--- config.mk ---
export PLATFORM = sky130hd
export DESIGN_NAME = datapath
export DESIGN_NICKNAME = d
export VERILOG_FILES = /design/src/datapathPkg.sv /design/src/registerFile.sv /design/src/arithLogicUnit.sv /design/src/specialRegisters.sv /design/src/busSelector.sv /design/src/datapath.sv
export VERILOG_INCLUDE_DIRS = /design/src
export SDC_FILE = /design/constraint.sdc
export NUM_CORES = 2
export LEC_CHECK = 0
export ABC_AREA = 0
export BUFFER_PORTS_ARGS = -buffer_cell sky130_fd_sc_hd__buf_2
export CAP_MARGIN = 40
export CORE_MARGIN = 2
export CORE_UTILIZATION = 40
export CTS_CLUSTER_DIAMETER = 60
export DETAILED_ROUTE_END_ITERATION = 10
export GPL_TIMING_DRIVEN = 0
export PLACE_DENSITY = 0.56
export SLEW_MARGIN = 20
export SYNTH_ARGS = -nofsm -noshare
export SYNTH_HDL_FRONTEND = slang
export SYNTH_SLANG_ARGS = --single-unit
--- constraint.sdc ---
create_clock -name Clock -period 19 [get_ports Clock]
set_input_delay 1.9 -clock Clock [delete_from_list [all_inputs] [get_ports Clock]]
set_output_delay 1.9 -clock Clock [all_outputs]
set_load 0.05 [all_outputs]
--- src/datapath_defines.svh ---
`ifndef DATAPATH_DEFINES_SVH
`define DATAPATH_DEFINES_SVH

// width of a data word and of everything on the bus
`define WORD_WIDTH 32

// general register file
`define REG_COUNT 16
`define REG_INDEX_WIDTH 4

// immediate field in IR bits 18..0
`define CONST_WIDTH 19

`endif

--- src/datapathPkg.sv ---
`include "datapath_defines.svh"

package datapathPkg;

    // ALU operations, selected per cycle by the control word
    typedef enum logic [4:0] {
        opAnd,
        opOr,
        opAdd,
        opSub,
        opShl,
        opShr,
        opShra,
        opRol,
        opRor,
        opNot,
        opNeg,
        opMul,
        opInc   // bus plus one, used for PC increment
    } aluOpcode;

    // who drives the shared bus this cycle
    typedef enum logic [3:0] {
        srcNone,        // bus reads as zero
        srcRegister,    // general register picked by regIndex
        srcPc,
        srcMdr,
        srcZHigh,
        srcZLow,
        srcHi,
        srcLo,
        srcInPort,
        srcConstant     // sign-extended IR immediate
    } busSource;

    typedef struct packed {
        busSource                     source;
        logic [`REG_INDEX_WIDTH-1:0]  regIndex;
        logic [`REG_COUNT-1:0]        regLoad;   // one-hot, bit i loads Ri
        logic                         pcLoad;
        logic                         irLoad;
        logic                         marLoad;
        logic                         mdrLoad;
        logic                         read;      // MDR takes Mdatain instead of the bus
        logic                         yLoad;
        logic                         zLoad;
        logic                         hiLoad;
        logic                         loLoad;
        logic                         outPortLoad;
        aluOpcode                     opcode;
    } controlWord;

endpackage

--- src/registerFile.sv ---
`include "datapath_defines.svh"

module registerFile (
    input  logic                     Clock,
    input  logic                     reset,
    input  datapathPkg::controlWord  control,
    input  logic [`WORD_WIDTH-1:0]   busData,
    output logic [`WORD_WIDTH-1:0]   readData
);

    logic [`WORD_WIDTH-1:0] registers [`REG_COUNT];

    // each register with its regLoad bit set captures the bus
    always_ff @(posedge Clock) begin
        if (reset) begin
            for (int i = 0; i < `REG_COUNT; i++) begin
                registers[i] <= '0;
            end
        end else begin
            for (int i = 0; i < `REG_COUNT; i++) begin
                if (control.regLoad[i]) begin
                    registers[i] <= busData;
                end
            end
        end
    end

    // single read port, only goes on the bus when busSelector picks srcRegister
    assign readData = registers[control.regIndex];

endmodule

--- src/arithLogicUnit.sv ---
`include "datapath_defines.svh"

module arithLogicUnit (
    input  datapathPkg::controlWord   control,
    input  logic [`WORD_WIDTH-1:0]    y,
    input  logic [`WORD_WIDTH-1:0]    busData,
    output logic [2*`WORD_WIDTH-1:0]  result
);

    import datapathPkg::*;

    localparam int ShiftBits = $clog2(`WORD_WIDTH);

    logic [ShiftBits-1:0]          shiftAmount;
    logic [2*`WORD_WIDTH-1:0]      rolWide;
    logic [2*`WORD_WIDTH-1:0]      rorWide;
    logic signed [2*`WORD_WIDTH-1:0] product;
    logic [`WORD_WIDTH-1:0]        lowWord;

    assign shiftAmount = busData[ShiftBits-1:0];   // only the low bits count

    // rotates done on a doubled copy of Y
    assign rolWide = {y, y} << shiftAmount;
    assign rorWide = {y, y} >> shiftAmount;

    // signed 32x32, full 64-bit product
    assign product = $signed(y) * $signed(busData);

    // single-word results
    always_comb begin
        case (control.opcode)
            opAnd:   lowWord = y & busData;
            opOr:    lowWord = y | busData;
            opAdd:   lowWord = y + busData;
            opSub:   lowWord = y - busData;
            opShl:   lowWord = y << shiftAmount;
            opShr:   lowWord = y >> shiftAmount;
            opShra:  lowWord = $signed(y) >>> shiftAmount;   // keeps the sign bit
            opRol:   lowWord = rolWide[2*`WORD_WIDTH-1:`WORD_WIDTH];
            opRor:   lowWord = rorWide[`WORD_WIDTH-1:0];
            opNot:   lowWord = ~busData;        // Y not involved
            opNeg:   lowWord = '0 - busData;    // two's complement of the bus
            opInc:   lowWord = busData + `WORD_WIDTH'd1;
            default: lowWord = '0;
        endcase
    end

    // multiply is the only op that fills the high half
    always_comb begin
        if (control.opcode == opMul) begin
            result = product;
        end else begin
            result = {{`WORD_WIDTH{1'b0}}, lowWord};
        end
    end

endmodule

--- src/specialRegisters.sv ---
`include "datapath_defines.svh"

module specialRegisters (
    input  logic                      Clock,
    input  logic                      reset,
    input  datapathPkg::controlWord   control,
    input  logic [`WORD_WIDTH-1:0]    busData,
    input  logic [`WORD_WIDTH-1:0]    Mdatain,
    input  logic [2*`WORD_WIDTH-1:0]  aluResult,
    output logic [`WORD_WIDTH-1:0]    pc,
    output logic [`WORD_WIDTH-1:0]    ir,
    output logic [`WORD_WIDTH-1:0]    mdr,
    output logic [`WORD_WIDTH-1:0]    zHigh,
    output logic [`WORD_WIDTH-1:0]    zLow,
    output logic [`WORD_WIDTH-1:0]    hi,
    output logic [`WORD_WIDTH-1:0]    lo,
    output logic [`WORD_WIDTH-1:0]    y,
    output logic [`WORD_WIDTH-1:0]    memoryAddress,
    output logic [`WORD_WIDTH-1:0]    outPort
);

    logic [`WORD_WIDTH-1:0] mdrInput;

    // MDR read mux: memory side on a read, otherwise the bus
    assign mdrInput = control.read ? Mdatain : busData;

    always_ff @(posedge Clock) begin
        if (reset) begin
            pc            <= '0;
            ir            <= '0;
            mdr           <= '0;
            zHigh         <= '0;
            zLow          <= '0;
            hi            <= '0;
            lo            <= '0;
            y             <= '0;
            memoryAddress <= '0;
            outPort       <= '0;
        end else begin
            if (control.pcLoad) begin
                pc <= busData;
            end
            if (control.irLoad) begin
                ir <= busData;
            end
            if (control.marLoad) begin
                memoryAddress <= busData;   // MAR drives the address directly
            end
            if (control.mdrLoad) begin
                mdr <= mdrInput;
            end
            if (control.yLoad) begin
                y <= busData;
            end
            if (control.zLoad) begin
                zHigh <= aluResult[2*`WORD_WIDTH-1:`WORD_WIDTH];
                zLow  <= aluResult[`WORD_WIDTH-1:0];
            end
            if (control.hiLoad) begin
                hi <= busData;
            end
            if (control.loLoad) begin
                lo <= busData;
            end
            if (control.outPortLoad) begin
                outPort <= busData;
            end
        end
    end

endmodule

--- src/busSelector.sv ---
`include "datapath_defines.svh"

module busSelector (
    input  datapathPkg::controlWord  control,
    input  logic [`WORD_WIDTH-1:0]   readData,
    input  logic [`WORD_WIDTH-1:0]   pc,
    input  logic [`WORD_WIDTH-1:0]   ir,
    input  logic [`WORD_WIDTH-1:0]   mdr,
    input  logic [`WORD_WIDTH-1:0]   zHigh,
    input  logic [`WORD_WIDTH-1:0]   zLow,
    input  logic [`WORD_WIDTH-1:0]   hi,
    input  logic [`WORD_WIDTH-1:0]   lo,
    input  logic [`WORD_WIDTH-1:0]   inPort,
    output logic [`WORD_WIDTH-1:0]   busData
);

    import datapathPkg::*;

    logic [`WORD_WIDTH-1:0] constant;

    // immediate from IR, sign bit is IR[18]
    assign constant = {{(`WORD_WIDTH-`CONST_WIDTH){ir[`CONST_WIDTH-1]}},
                       ir[`CONST_WIDTH-1:0]};

    // exactly one source per cycle, encoded so no two can collide
    always_comb begin
        case (control.source)
            srcRegister: busData = readData;
            srcPc:       busData = pc;
            srcMdr:      busData = mdr;
            srcZHigh:    busData = zHigh;
            srcZLow:     busData = zLow;
            srcHi:       busData = hi;
            srcLo:       busData = lo;
            srcInPort:   busData = inPort;
            srcConstant: busData = constant;
            default:     busData = '0;   // srcNone and unused codes
        endcase
    end

endmodule

--- src/datapath.sv ---
`include "datapath_defines.svh"

module datapath (
    input  logic                     Clock,
    input  logic                     reset,
    input  datapathPkg::controlWord  control,
    input  logic [`WORD_WIDTH-1:0]   Mdatain,
    input  logic [`WORD_WIDTH-1:0]   inPort,
    output logic [`WORD_WIDTH-1:0]   busData,
    output logic [`WORD_WIDTH-1:0]   memoryAddress,
    output logic [`WORD_WIDTH-1:0]   instruction,
    output logic [`WORD_WIDTH-1:0]   outPort
);

    logic [`WORD_WIDTH-1:0]    readData;
    logic [`WORD_WIDTH-1:0]    pc;
    logic [`WORD_WIDTH-1:0]    mdr;
    logic [`WORD_WIDTH-1:0]    zHigh;
    logic [`WORD_WIDTH-1:0]    zLow;
    logic [`WORD_WIDTH-1:0]    hi;
    logic [`WORD_WIDTH-1:0]    lo;
    logic [`WORD_WIDTH-1:0]    y;
    logic [2*`WORD_WIDTH-1:0]  aluResult;

    // R0..R15
    registerFile registerFile_i (
        .Clock    (Clock),
        .reset    (reset),
        .control  (control),
        .busData  (busData),
        .readData (readData)
    );

    // IR output is the instruction port itself
    specialRegisters specialRegisters_i (
        .Clock         (Clock),
        .reset         (reset),
        .control       (control),
        .busData       (busData),
        .Mdatain       (Mdatain),
        .aluResult     (aluResult),
        .pc            (pc),
        .ir            (instruction),
        .mdr           (mdr),
        .zHigh         (zHigh),
        .zLow          (zLow),
        .hi            (hi),
        .lo            (lo),
        .y             (y),
        .memoryAddress (memoryAddress),
        .outPort       (outPort)
    );

    arithLogicUnit arithLogicUnit_i (
        .control (control),
        .y       (y),
        .busData (busData),
        .result  (aluResult)
    );

    // the only driver of the shared bus
    busSelector busSelector_i (
        .control  (control),
        .readData (readData),
        .pc       (pc),
        .ir       (instruction),
        .mdr      (mdr),
        .zHigh    (zHigh),
        .zLow     (zLow),
        .hi       (hi),
        .lo       (lo),
        .inPort   (inPort),
        .busData  (busData)
    );

endmodule

==> run_results.csv <==
group,metric,value,unit
run_status,status,"complete, no violations",
route,drtIter0Drc,11200,
yosys,avgSynthCellArea,9.83,um^2
die,die_w,456,um
critical_path,cp_max_fo,11,
yosys,ys.flop_type,"edfxtp_1",
power_and_ir_drop,p_switching,2960,uW
yosys,ys_seq_elements,832,
power_and_ir_drop,cellLeakagePower,0.0420,uW
timing,skew,0.0677,ns
power_and_ir_drop,power_frac_comb,42.5,%
critical_path,slowest_stage,"o21ai_1",
route,drt-wirelength-per-cell,41.1,um
critical_path,cp-start-kind,"primary input",
clock_network,clock_latency,0.77,ns
power_and_ir_drop,power,6880,uW
timing,hold_viol_final,0,
cells_and_area,final_core_util,45.9,%
cells_and_area,fin_nets,10300,
yosys,ys_types,109,
die,die_h,456,um
route,ant_nets,0,
critical_path,crit_start,"control[38]",
timing,final_max_slew_viol_count,0,
grt,antenna_found_initial,86,
clock_network,cts.sinks,832,
route,routed_wl,481,mm
critical_path,cpMostUsedCell,"fa_1",
critical_path,crit_arrival,16.58,ns
power_and_ir_drop,p_per_area,74.1,nW/um^2
clock_network,clkSlewWorstSetupHoldPaths,0.06,ns
clock_network,cts_hold_buf,0,
flow_run,cap_viol_max_count,0,
yosys,synth_mux_area_share,6.53,%
power_and_ir_drop,ir_drop,70.6,uV
placed_design,place_hpwl,384,mm
power_and_ir_drop,seqPwrFrac,30.4,%
grt,overflow,0,
yosys,synth_compound_gate_area_share,11.9,%
yosys,synth_seq_area_share,26.7,%
hold_path,hp-class,"reg2reg",
route,drt_pass1_iterations,6,
power_and_ir_drop,swShare,43.0,%
yosys,synth_top_area_cell,"fa_1",
critical_path,slowest_delay,0.73,ns
die,pin_count,233,
route,drc,0,
placed_design,port_buffers,215,
grt,grt_usage,45.6,%
yosys,synth-simple-area-share,14.7,%
hold_path,min_from,"specialRegisters_i.ir[20]",
timing,setup_violations,0,
die,core_area,203000,um^2
die,dieArea,208000,um^2
clock_network,numCtsBuffers,95,
yosys,netlist_area,81700,um^2
clock_network,h-tree-depth,3,
timing,rsz0062_at_grt,"no",
clock_network,clock-root-buffer,"clkbuf_16",
die,start_util,40.3,%
timing,final.period_utilization,83.9,%
power_and_ir_drop,p_int,3920,uW
yosys,netlist_instances,8316,
yosys,yosys.cell_count.top_type,"fa_1",
cells_and_area,layout-drive-gt1-share,12.4,%
yosys,synthXorXnorAreaFrac,1.50,%
critical_path,r2r-start,"specialRegisters_i.zHigh[4]",
clock_network,tritoncts,"done",
route,vias,75100,
yosys,synth_edf_count,512,
timing,fmax,62.7,MHz
cells_and_area,synthToLayoutAreaGrowth,13.7,%
timing,max-slew-margin-rel,23.3,%
critical_path,crit_type,"in2reg",
timing,fin_tns_setup,0,ns
clock_network,postCtsSetupRepairBufs,0,
yosys,synth_top_family_by_area,"adder cells",
yosys,async_flop_share,0,%
yosys,synth_top_area_share,26.6,%
power_and_ir_drop,power_frac_clock,27.2,%
placed_design,gp_congestion,1.07,
clock_network,cts_resized,0,
die,rows,165,
yosys,synth_warnings,0,
critical_path,reg2reg_slack,5.26,ns
route,avgViaCountPerCell,6.42,
clock_network,cts_buffer_depth,3,
grt,grt_max_degree,33,
grt,grt_pass1_vias,72700,
yosys,synth_adder_area_share,30.3,%
critical_path,end_kind,"register",
timing,worstMarginPinSlew,1.15,ns
critical_path,required,19.63,ns
yosys,syn_nets,9751,
yosys,synth_common_cells,"fa_1, inv_1, nand2_1, nor2_1, clkbuf_1",
grt,grt_pass1_wl,641,mm
timing,finalCriticalPeriod,15.95,ns
yosys,ys_top_cells_by_area,"fa_1, edfxtp_1, dfxtp_1",
==> power groups by stage <==
stage | Sequential, uW | Combinational [uW] | Clock [uW]
after floorplan | 2140 | 1440 | 0
after global routing | 2090 | 3020 | 1920
after CTS | 2090 | 2790 | 1850
final | 2090 | 2920 | 1870
after global placement | 2120 | 2670 | 0
after detailed placement | 2120 | 2780 | 0
==> sequential cells by signal (all words and copies together) (netlist names) <==
name / flops
registerFile_i.registers: 512
specialRegisters_i.hi: 32
specialRegisters_i.ir: 32
specialRegisters_i.lo: 32
specialRegisters_i.mdr: 32
specialRegisters_i.memoryAddress: 32
specialRegisters_i.outPort: 32
specialRegisters_i.pc: 32
specialRegisters_i.y: 32
specialRegisters_i.zHigh: 32
specialRegisters_i.zLow: 32
==> layout make-up <==
type | instances | area (um^2)
fillers | 19600 | 110000
multi-input cells | 5727 | 53300
flip-flops and latches | 832 | 21800
repair buffers | 469 | 4240
inverters | 1073 | 4040
well taps | 2672 | 3340
plain buffers | 684 | 2980
clock buffers | 136 | 2650
clock inverters | 35 | 447
diodes | 69 | 173
==> logic make-up (layout without fill, tap and decap cells) <==
kind of cell / count (synthesis) / after routing
AOI/OAI and AO/OA: 1381 / 1381
xor gates and xnor gates: 140 / 140
DFF: 832 / 832
muxes: 356 / 356
and+or+nand+nor: 2519 / 2519
buffers and inverters: 1757 / 2397
adders and majority gates: 1331 / 1331
other: 0 / 69
==> worst paths after layout <==
| kind | end | cells after the start |
|---|---|---|
| max | specialRegisters_i.zHigh[30] | 39 |
| min | specialRegisters_i.ir[20] | 2 |
| max reg2reg | specialRegisters_i.zHigh[30] | 37 |
| min reg2reg | specialRegisters_i.ir[20] | 2 |
==> layout by cell type, fill, tap and decap left out, types with 125 or more instances in the layout <==
master    synthesis  final
and3_1          284    284
buf_6            12    128
inv_1          1057   1057
fa_1           1084   1083
nor2b_1         125    125
and2_1          302    302
buf_2            78    341
nor2_1          696    694
o21ai_0         204    199
a211oi_1        288    287
mux4_2          137    137
edfxtp_1        512    512
nand2_1         819    818
clkbuf_1        522    459
mux2i_1         180    180
dfxtp_1         320    320
a21oi_1         208    204
ha_1            246    246
==> stage by stage <==
step                hold WS, ns  setup slack, ns  cells  area [um^2]
floorplan                 0.421             6.93   8316        81700
global placement          0.471           -0.580  11200        86100
detailed placement        0.476             2.71  11400        89400
CTS                       0.484             3.45  11600        92500
global route              0.496             2.89  11600        92800
finish                    0.481             3.05  11700        92900
==> metal layers <==
metal  vias up  routed length [um]  track usage (%)
met3      1469               61000             15.6
met1     38600              174000             56.1
li1      29100                   -                -
met4        22               43600             32.9
met5         -                 141                0
met2      5915              202000             66.6
==> critical path: cells and delay by family <==
kind	cells	cell delay, ns
adder cells (fa/ha/maj)	9	4.52
AO/OA/AOI/OAI	8	3.57
buffers and inverters	15	4.65
AND/OR/NAND/NOR	6	1.65
multiplexers	1	0.21
(Power assumes the default switching activity.)
